$ cat config.mk
export PLATFORM = sky130hd
export DESIGN_NAME = input_port
export DESIGN_NICKNAME = d
export VERILOG_FILES = /design/src/ivc_pkg.sv /design/src/fwft_fifo.sv /design/src/header_parser.sv /design/src/vc_flit_buffer.sv /design/src/ivc_ctrl.sv /design/src/input_port.sv
export SDC_FILE = /design/constraint.sdc
export NUM_CORES = 1
export LEC_CHECK = 0
export BUFFER_PORTS_ARGS = -buffer_cell sky130_fd_sc_hd__buf_2
export CAP_MARGIN = 40
export CORE_ASPECT_RATIO = 1.25
export CORE_MARGIN = 1
export CORE_UTILIZATION = 60
export CTS_BUF_LIST = sky130_fd_sc_hd__clkbuf_4 sky130_fd_sc_hd__clkbuf_8
export DETAILED_ROUTE_END_ITERATION = 10
export HOLD_SLACK_MARGIN = 0.05
export PLACE_DENSITY = 0.78
export SLEW_MARGIN = 25
export SYNTH_ARGS = -nofsm -noshare
export SYNTH_HDL_FRONTEND = slang
export SYNTH_SLANG_ARGS = --single-unit
$ cat constraint.sdc
create_clock -name clk -period 6.65 [get_ports clk]
set_input_delay 0.9975 -clock clk [delete_from_list [all_inputs] [get_ports clk]]
set_output_delay 0.9975 -clock clk [all_outputs]
set_load 0.02 [all_outputs]
$ cat src/ivc_pkg.sv
`default_nettype none

package ivc_pkg;

    // router geometry
    localparam int NUM_VC    = 4;
    localparam int NUM_PORTS = 5;
    localparam int DST_W     = NUM_PORTS - 1;  // one-hot over the other ports

    // message classes and weights
    localparam int NUM_CLASS = 2;
    localparam int CLASS_W   = 1;
    localparam int WEIGHT_W  = 4;

    localparam int FPAY_W    = 32;

    typedef logic [NUM_VC-1:0]   vc_mask_t;
    typedef logic [DST_W-1:0]    dst_t;
    typedef logic [CLASS_W-1:0]  class_t;
    typedef logic [WEIGHT_W-1:0] weight_t;

    // allowed output vcs per class, index is the class id
    localparam vc_mask_t [NUM_CLASS-1:0] CLASS_SETTING = {
        4'b1100,  // class 1
        4'b0011   // class 0
    };

    // 38 bit flit as it travels on the link
    typedef struct packed {
        logic                  hdr;
        logic                  tail;
        vc_mask_t              vc;   // one-hot
        logic [FPAY_W-1:0]     payload;
    } flit_t;

    // header view of the payload
    typedef struct packed {
        logic [FPAY_W-CLASS_W-DST_W-WEIGHT_W-1:0] unused;
        class_t                                   class_id;
        dst_t                                     dest_port;
        weight_t                                  weight;
    } hdr_fields_t;

endpackage

`default_nettype wire

$ cat src/fwft_fifo.sv
`timescale 1ns/100ps
`default_nettype none

module fwft_fifo #(
    parameter type DATA_T = logic,
    parameter int  DEPTH  = 4
) (
    input  wire        clk,
    input  wire        reset,
    input  wire DATA_T din_i,
    input  wire        wr_i,
    input  wire        rd_i,
    output DATA_T      dout_o,
    output logic       empty_o
);

    localparam int PTR_W = (DEPTH > 1) ? $clog2(DEPTH) : 1;
    localparam int CNT_W = $clog2(DEPTH + 1);

    DATA_T            mem [DEPTH];
    logic [PTR_W-1:0] wr_ptr;
    logic [PTR_W-1:0] rd_ptr;
    logic [CNT_W-1:0] count;
    logic             full;

    assign empty_o = (count == '0);
    assign full    = (count == CNT_W'(DEPTH));

    // head always on the output, zero while empty
    assign dout_o = empty_o ? DATA_T'('0) : mem[rd_ptr];

    always_ff @(posedge clk) begin
        if (wr_i) begin
            mem[wr_ptr] <= din_i;
        end
    end

    always_ff @(posedge clk or posedge reset) begin
        if (reset) begin
            wr_ptr <= '0;
            rd_ptr <= '0;
            count  <= '0;
        end else begin
            if (wr_i) begin
                wr_ptr <= (wr_ptr == PTR_W'(DEPTH - 1)) ? '0 : wr_ptr + 1'b1;
            end
            if (rd_i) begin
                rd_ptr <= (rd_ptr == PTR_W'(DEPTH - 1)) ? '0 : rd_ptr + 1'b1;
            end
            if (wr_i && !rd_i) begin
                count <= count + 1'b1;
            end else if (!wr_i && rd_i) begin
                count <= count - 1'b1;
            end
        end
    end

    a_no_overflow: assert property (@(posedge clk) disable iff (reset)
        wr_i && !rd_i |-> !full);

    a_no_underflow: assert property (@(posedge clk) disable iff (reset)
        rd_i |-> !empty_o);

endmodule

`default_nettype wire

$ cat src/header_parser.sv
`timescale 1ns/100ps
`default_nettype none

module header_parser (
    input  wire                  clk,
    input  wire                  reset,
    input  wire ivc_pkg::flit_t  flit_i,
    input  wire                  flit_we_i,
    output ivc_pkg::vc_mask_t    flit_wr_o,
    output ivc_pkg::vc_mask_t    hdr_wr_o,
    output ivc_pkg::hdr_fields_t hdr_o,
    output logic                 tail_o,
    output ivc_pkg::weight_t     weight_o
);

    logic hdr_seen;

    // per-vc write strobes straight from the one-hot vc field
    assign flit_wr_o = flit_we_i ? flit_i.vc : '0;
    assign hdr_seen  = flit_we_i && flit_i.hdr;
    assign hdr_wr_o  = hdr_seen ? flit_i.vc : '0;

    assign hdr_o  = ivc_pkg::hdr_fields_t'(flit_i.payload);  // only meaningful with hdr_wr_o
    assign tail_o = flit_i.tail;

    // input port weight follows the last header
    always_ff @(posedge clk or posedge reset) begin
        if (reset) begin
            weight_o <= ivc_pkg::weight_t'(1);
        end else if (hdr_wr_o != '0) begin
            if (hdr_o.weight == '0) begin
                weight_o <= ivc_pkg::weight_t'(1);  // minimum weight is 1
            end else begin
                weight_o <= hdr_o.weight;
            end
        end
    end

    a_vc_onehot: assert property (@(posedge clk) disable iff (reset)
        flit_we_i |-> $onehot(flit_i.vc));

endmodule

`default_nettype wire

$ cat src/vc_flit_buffer.sv
`timescale 1ns/100ps
`default_nettype none

module vc_flit_buffer #(
    parameter int BUF_DEPTH = 4
) (
    input  wire                    clk,
    input  wire                    reset,
    input  wire ivc_pkg::flit_t    flit_i,
    input  wire ivc_pkg::vc_mask_t flit_wr_i,
    input  wire ivc_pkg::vc_mask_t rd_vc_i,
    input  wire                    rd_i,
    output ivc_pkg::flit_t         flit_o,
    output ivc_pkg::vc_mask_t      not_empty_o
);

    localparam int NUM_VC   = ivc_pkg::NUM_VC;
    localparam int MEM_SIZE = NUM_VC * BUF_DEPTH;
    localparam int ADDR_W   = (MEM_SIZE > 1) ? $clog2(MEM_SIZE) : 1;
    localparam int PTR_W    = (BUF_DEPTH > 1) ? $clog2(BUF_DEPTH) : 1;
    localparam int CNT_W    = $clog2(BUF_DEPTH + 1);
    localparam int VC_W     = (NUM_VC > 1) ? $clog2(NUM_VC) : 1;

    ivc_pkg::flit_t    mem [MEM_SIZE];  // region v holds entries v*BUF_DEPTH ..
    logic [PTR_W-1:0]  wr_ptr [NUM_VC];
    logic [PTR_W-1:0]  rd_ptr [NUM_VC];
    logic [CNT_W-1:0]  count [NUM_VC];
    ivc_pkg::vc_mask_t rd_pop;
    logic [VC_W-1:0]   wr_vc;
    logic [VC_W-1:0]   rd_vc;
    logic [ADDR_W-1:0] wr_addr;
    logic [ADDR_W-1:0] rd_addr;

    // one-hot to binary, or-based so it maps to a plain mux select
    function automatic logic [VC_W-1:0] vc_index(input ivc_pkg::vc_mask_t mask);
        logic [VC_W-1:0] idx;
        idx = '0;
        for (int i = 0; i < NUM_VC; i++) begin
            if (mask[i]) begin
                idx = idx | VC_W'(i);
            end
        end
        return idx;
    endfunction

    assign wr_vc   = vc_index(flit_wr_i);
    assign rd_vc   = vc_index(rd_vc_i);
    assign wr_addr = ADDR_W'(wr_vc) * ADDR_W'(BUF_DEPTH) + ADDR_W'(wr_ptr[wr_vc]);
    assign rd_addr = ADDR_W'(rd_vc) * ADDR_W'(BUF_DEPTH) + ADDR_W'(rd_ptr[rd_vc]);
    assign rd_pop  = rd_i ? rd_vc_i : '0;

    always_comb begin
        for (int v = 0; v < NUM_VC; v++) begin
            not_empty_o[v] = (count[v] != '0);
        end
    end

    // head of the selected vc, fall-through
    assign flit_o = not_empty_o[rd_vc] ? mem[rd_addr] : '0;

    // single write port shared by all regions
    always_ff @(posedge clk) begin
        if (flit_wr_i != '0) begin
            mem[wr_addr] <= flit_i;
        end
    end

    always_ff @(posedge clk or posedge reset) begin
        if (reset) begin
            for (int v = 0; v < NUM_VC; v++) begin
                wr_ptr[v] <= '0;
                rd_ptr[v] <= '0;
                count[v]  <= '0;
            end
        end else begin
            for (int v = 0; v < NUM_VC; v++) begin
                if (flit_wr_i[v]) begin
                    wr_ptr[v] <= (wr_ptr[v] == PTR_W'(BUF_DEPTH - 1)) ? '0 : wr_ptr[v] + 1'b1;
                end
                if (rd_pop[v]) begin
                    rd_ptr[v] <= (rd_ptr[v] == PTR_W'(BUF_DEPTH - 1)) ? '0 : rd_ptr[v] + 1'b1;
                end
                if (flit_wr_i[v] && !rd_pop[v]) begin
                    count[v] <= count[v] + 1'b1;
                end else if (!flit_wr_i[v] && rd_pop[v]) begin
                    count[v] <= count[v] - 1'b1;
                end
            end
        end
    end

    // credits live upstream, so a full vc here means the link misbehaved
    for (genvar v = 0; v < NUM_VC; v++) begin : g_vc_chk
        a_no_write_full: assert property (@(posedge clk) disable iff (reset)
            flit_wr_i[v] && !rd_pop[v] |-> count[v] != CNT_W'(BUF_DEPTH));
    end

    a_no_read_empty: assert property (@(posedge clk) disable iff (reset)
        rd_i |-> (rd_vc_i & not_empty_o) != '0);

    a_rd_vc_onehot: assert property (@(posedge clk) disable iff (reset)
        rd_i |-> $onehot(rd_vc_i));

endmodule

`default_nettype wire

$ cat src/ivc_ctrl.sv
`timescale 1ns/100ps
`default_nettype none

module ivc_ctrl #(
    parameter int BUF_DEPTH    = 4,
    parameter int MIN_PCK_SIZE = 2
) (
    input  wire                                           clk,
    input  wire                                           reset,
    input  wire ivc_pkg::vc_mask_t                        flit_wr_i,
    input  wire ivc_pkg::vc_mask_t                        hdr_wr_i,
    input  wire ivc_pkg::hdr_fields_t                     hdr_i,
    input  wire                                           tail_i,
    input  wire ivc_pkg::vc_mask_t                        pop_flit_i,
    input  wire ivc_pkg::vc_mask_t                        pop_pkt_i,
    output ivc_pkg::vc_mask_t                             tail_o,
    output ivc_pkg::dst_t [ivc_pkg::NUM_VC-1:0]           dest_port_o,
    output ivc_pkg::vc_mask_t [ivc_pkg::NUM_VC-1:0]       cand_ovc_o
);

    // most packets a vc can hold at once
    localparam int PCK_CEIL = (BUF_DEPTH + MIN_PCK_SIZE - 1) / MIN_PCK_SIZE;
    localparam int MAX_PCK  = (PCK_CEIL > 0) ? PCK_CEIL : 1;

    ivc_pkg::class_t [ivc_pkg::NUM_VC-1:0] class_head;
    ivc_pkg::vc_mask_t                     class_empty;

    for (genvar v = 0; v < ivc_pkg::NUM_VC; v++) begin : g_vc
        // tail flag per buffered flit, popped on each switch grant
        fwft_fifo #(
            .DATA_T (logic),
            .DEPTH  (BUF_DEPTH)
        ) tail_fifo (
            .clk     (clk),
            .reset   (reset),
            .din_i   (tail_i),
            .wr_i    (flit_wr_i[v]),
            .rd_i    (pop_flit_i[v]),
            .dout_o  (tail_o[v]),
            .empty_o ()
        );

        fwft_fifo #(
            .DATA_T (ivc_pkg::dst_t),
            .DEPTH  (MAX_PCK)
        ) dest_fifo (
            .clk     (clk),
            .reset   (reset),
            .din_i   (hdr_i.dest_port),
            .wr_i    (hdr_wr_i[v]),
            .rd_i    (pop_pkt_i[v]),   // route released
            .dout_o  (dest_port_o[v]),
            .empty_o ()
        );

        fwft_fifo #(
            .DATA_T (ivc_pkg::class_t),
            .DEPTH  (MAX_PCK)
        ) class_fifo (
            .clk     (clk),
            .reset   (reset),
            .din_i   (hdr_i.class_id),
            .wr_i    (hdr_wr_i[v]),
            .rd_i    (pop_pkt_i[v]),
            .dout_o  (class_head[v]),
            .empty_o (class_empty[v])
        );

        // an empty queue reads as class 0 and must give no candidates
        assign cand_ovc_o[v] = class_empty[v] ? '0
                                              : ivc_pkg::CLASS_SETTING[class_head[v]];
    end

endmodule

`default_nettype wire

$ cat src/input_port.sv
`timescale 1ns/100ps
`default_nettype none

module input_port #(
    parameter int BUF_DEPTH    = 4,
    parameter int MIN_PCK_SIZE = 2
) (
    input  wire                                     clk,
    input  wire                                     reset,
    input  wire ivc_pkg::flit_t                     flit_i,
    input  wire                                     flit_we_i,
    input  wire                                     sw_grant_i,
    input  wire ivc_pkg::vc_mask_t                  grant_vc_i,
    input  wire ivc_pkg::vc_mask_t                  reset_ivc_i,
    output ivc_pkg::flit_t                          flit_out_o,
    output ivc_pkg::vc_mask_t                       ivc_request_o,
    output ivc_pkg::vc_mask_t                       tail_o,
    output ivc_pkg::weight_t                        weight_o,
    output ivc_pkg::dst_t [ivc_pkg::NUM_VC-1:0]     dest_port_o,
    output ivc_pkg::vc_mask_t [ivc_pkg::NUM_VC-1:0] cand_ovc_o
);

    ivc_pkg::vc_mask_t    flit_wr;
    ivc_pkg::vc_mask_t    hdr_wr;
    ivc_pkg::hdr_fields_t hdr;
    logic                 tail_flag;
    ivc_pkg::vc_mask_t    pop_flit;

    assign pop_flit = sw_grant_i ? grant_vc_i : '0;  // per-vc pop of one flit

    header_parser parser_i (
        .clk       (clk),
        .reset     (reset),
        .flit_i    (flit_i),
        .flit_we_i (flit_we_i),
        .flit_wr_o (flit_wr),
        .hdr_wr_o  (hdr_wr),
        .hdr_o     (hdr),
        .tail_o    (tail_flag),
        .weight_o  (weight_o)
    );

    vc_flit_buffer #(
        .BUF_DEPTH (BUF_DEPTH)
    ) buffer_i (
        .clk         (clk),
        .reset       (reset),
        .flit_i      (flit_i),
        .flit_wr_i   (flit_wr),
        .rd_vc_i     (grant_vc_i),
        .rd_i        (sw_grant_i),
        .flit_o      (flit_out_o),
        .not_empty_o (ivc_request_o)  // a vc requests while it holds flits
    );

    ivc_ctrl #(
        .BUF_DEPTH    (BUF_DEPTH),
        .MIN_PCK_SIZE (MIN_PCK_SIZE)
    ) ctrl_i (
        .clk         (clk),
        .reset       (reset),
        .flit_wr_i   (flit_wr),
        .hdr_wr_i    (hdr_wr),
        .hdr_i       (hdr),
        .tail_i      (tail_flag),
        .pop_flit_i  (pop_flit),
        .pop_pkt_i   (reset_ivc_i),
        .tail_o      (tail_o),
        .dest_port_o (dest_port_o),
        .cand_ovc_o  (cand_ovc_o)
    );

endmodule

`default_nettype wire

==> key figures <==
Run
  – Max_cap viols: 0

Final layout
  – Layout cells sized above 1: 0.1914
  – Synthesis-to-layout area growth: 12.05%
  – Nets: approximately 2100

Setup path
  – Most frequent CP cell: buf_2
  – Critical Path Source Type: primary input
  – CP bufs+invs: 3
  – WP data arrival: roughly 3.7 ns
  – Reg2reg setup slack: 3.74 ns
  – CP cell instances: buf_2 -> mux2i_1 -> a2bb2oi_1 -> nand2b_2 -> buf_4 -> o22ai_1 -> or3_1 -> buf_2
  – Peak fanout along the critical path: 20
  – Worst EP required: 5.65 ns
  – Worst setup EP type: output port
  – Worst setup path category: primary input to output port
  – CP max-delay cell: nand2b_2
  – CP max stage delay: roughly 0.6 ns
  – Crit path max-delay family: simple AND/OR/NAND/NOR gates

Power and ir drop
  – Combinational share of power: 0.260
  – P_leak: between 10 and 15 nW
  – P_int: roughly 0.0088 W
  – Clock power frac: 0.275
  – Max rail drop VDD: about 0.29 mV
  – Seq pwr share: 0.465
  – Switching power: 0.004019 W
  – Net Sw Frac: 0.3131
  – Pwr dens: roughly 380 mW/mm²

Timing
  – F_max: 0.2115 GHz
  – Slew @ Worst Pin: 0.8392 ns
  – Period utilization: 0.7109
  – RSZ-0062 raised after global routing: no
  – Setup TNS Final: 0 ns
  – Fin. max-slew vios: 0
  – Count of final setup violators: 0
  – Max-slew headroom at the worst pin: 0.4392
  – Endpoints failing hold: 0
  – Hold Slack: between 0.2 and 0.25 ns
  – Min cycle time layout: 4.728 ns
  – Skew final: around 0.019 ns

Routing
  – Final ANT Viol Nets: 0
  – Routed len/inst: roughly 23 µm
  – Drt first pass iters: 7
  – WL final: about 65000 µm
  – Vias: 16990
  – Vias per Instance: 6.086
  – DR iter-0 viols: 1369
  – # DRC: 0

Clock tree
  – CTS clk-pin slew, worst paths: 0.06 ns
  – Num CTS Buffers: ~110
  – CTS Hold Bufs: 0
  – Clock Path Buffers: 3
  – # resized after CTS: 0
  – Worst skew pair latency: between 0.7 and 0.8 ns
  – Clock sinks: 756
  – Post-CTS Setup Bufs: 0
  – CTS tree: yes
  – Clock root buffer: clkbuf_8
  – CTS H-tree depth: 3

Floorplanning
  – Die width: just over 200 µm
  – Core footprint: approximately 0.05 mm²
  – DIE AREA: about 0.052 mm²
  – Initial core utilization: 0.6060
  – Site Rows: 92
  – I/O pin count: roughly 130
  – Die Height: 254.0 µm

GRT
  – First-pass GRT wire length: a little under 100000 µm
  – Gr usage total: 0.2573
  – Pin count of the biggest net entering global routing: 73
  – Vias in the first global route: 17540
  – Initial antenna violation count: 1
  – Total global routing overflow: 0

Placement
  – Port Buffers: about 130
  – DP Wirelength: approximately 38000 µm
  – GPL Wtd Cong: between 0.8 and 0.9

Logic synthesis
  – Mean Syn Cell Area: roughly 16 µm²
  – Synth cell types: 56
  – Synthesis Warnings: 0
  – #FFs+latches synth: 756
  – Share of Yosys cell area claimed by the top area cell type: 0.6541
  – Commonest cells post-synth: edfxtp_1 (664), mux2i_1 (241), nand2_1 (117)
  – Synth Instances: about 1900
  – Synth area leader: edfxtp_1
  – Top-count cell post-synth: edfxtp_1
  – Cell area after synthesis: approximately 0.03 mm²
  – Seq/Total Area, Yosys: 0.7297
  – Most used DFF post-synth: edfxtp_1
  – Async set-reset flop share out of synthesis: 0.1217
  – Synth area leaders: edfxtp_1 (65%), mux2i_1 (7.9%), dfrtp_1 (7.5%), o22ai_1 (1.5%), ha_1 (1.5%)
  – Number of synthesized flops with an enable pin: 664
  – Syn nets: about 2000

Hold path
  – HP Class: primary input to async pin

Status
  – Outcome: finished clean
[final cells by class]
cell class / instances / area, µm²
flip-flops and latches: 756 / 22240
clock inverters: 46 / 267.8
inverters: 28 / 107.6
fillers: 3234 / 16150
clock buffers: 149 / 1826
multi-input cells: 979 / 7721
repair buffers: 174 / 1164
diodes: 2 / 5.005
well taps: 658 / 823.3
[path summary, 6_finish.rpt]
| check | start | endpoint | cells after the start |
|---|---|---|---|
| worst min-delay path | reset | ctrl_i.g_vc[1].dest_fifo.rd_ptr | 2 |
| min in group clk | buffer_i.count[11] | buffer_i.count[11] | 1 |
| worst max register to register | buffer_i.wr_ptr[7] | buffer_i.mem[0][18] | 5 |
| max in group asynchronous | reset | buffer_i.count[2] | 4 |
| worst max-delay path | grant_vc_i[2] | flit_out_o[7] | 8 |
| worst min register to register | buffer_i.count[11] | buffer_i.count[11] | 1 |
[through the flow]
step / power [W] / cells / utilization / cell area, µm² / worst slack (ns)
floorplan: 0.008414 / 1870 / - / 30480 / 2.568
global placement: 0.009248 / 2587 / 0.6334 / 31860 / 1.864
detailed placement: 0.009409 / 2593 / 0.6365 / 32020 / 1.806
CTS: 0.01291 / 2788 / 0.6781 / 34110 / 1.752
global route: 0.01340 / 2791 / 0.6790 / 34150 / 1.705
finish: 0.01284 / 2792 / 0.6790 / 34160 / 1.922
[layer usage]
metal / vias up / part of all wire / global-route usage
li1: 7584 / - / -
met1: 8587 / 0.38 / 0.3173
met2: 692 / 0.52 / 0.4486
met3: 129 / 0.070 / 0.04091
met4: 0 / 0.029 / 0.1139
met5: - / 0 / 0
[registers in the layout, summed over array words and instances (netlist names)]
register / count
buffer_i.mem: 608
ctrl_i.g_vc.dest_fifo.mem: 32
ctrl_i.g_vc.tail_fifo.mem: 16
buffer_i.count: 12
ctrl_i.g_vc.tail_fifo.count: 12
buffer_i.rd_ptr: 8
buffer_i.wr_ptr: 8
ctrl_i.g_vc.class_fifo.count: 8
ctrl_i.g_vc.class_fifo.mem: 8
ctrl_i.g_vc.dest_fifo.count: 8
ctrl_i.g_vc.tail_fifo.rd_ptr: 8
ctrl_i.g_vc.tail_fifo.wr_ptr: 8
ctrl_i.g_vc.class_fifo.rd_ptr: 4
ctrl_i.g_vc.class_fifo.wr_ptr: 4
ctrl_i.g_vc.dest_fifo.rd_ptr: 4
ctrl_i.g_vc.dest_fifo.wr_ptr: 4
parser_i.weight_o: 4
[cells in the final DEF (no fill, tap or decap), types with 13 or more instances in the layout]
cell      count
clkbuf_4     36
buf_4        31
a211oi_1     37
clkinv_1     28
nor2_1       54
nand3_1      38
mux2i_1     241
edfxtp_1    664
a31o_1       36
xor2_1       40
clkinv_2     13
a21o_1       14
inv_1        23
nor2_4       17
o21ai_0      45
dfrtp_1      91
or3_1        45
mux2_2       21
a32o_1       37
and3_1       26
ha_1         36
nand2_1     117
xnor2_1      24
clkbuf_8    113
nor3_1       15
o22ai_1      73
buf_2       131
[power groups by stage]
| stage | logic [W] | registers, W | clock network [W] |
|---|---|---|---|
| floorplan | 0.00243 | 0.00598 | 0 |
| global placement | 0.00321 | 0.00604 | 0 |
| detailed placement | 0.00334 | 0.00607 | 0 |
| CTS | 0.00335 | 0.00598 | 0.00358 |
| global route | 0.00361 | 0.00603 | 0.00377 |
| finish | 0.00334 | 0.00597 | 0.00353 |
[kinds of logic (layout without fill, tap and decap cells)]
family                     count (synthesis)  after routing  synth area share
DFF                                      756            756            0.7297
other                                      0              2                 0
buffers and inverters                    135            397           0.02274
xor gates and xnor gates                  64             64           0.01839
muxes                                    271            271           0.09330
adders and majority gates                 44             44           0.02003
AOI/OAI and AO/OA                        267            267           0.06465
and+or+nand+nor                          333            333           0.05122
No activity file was read; power rests on OpenSTA's default activity.
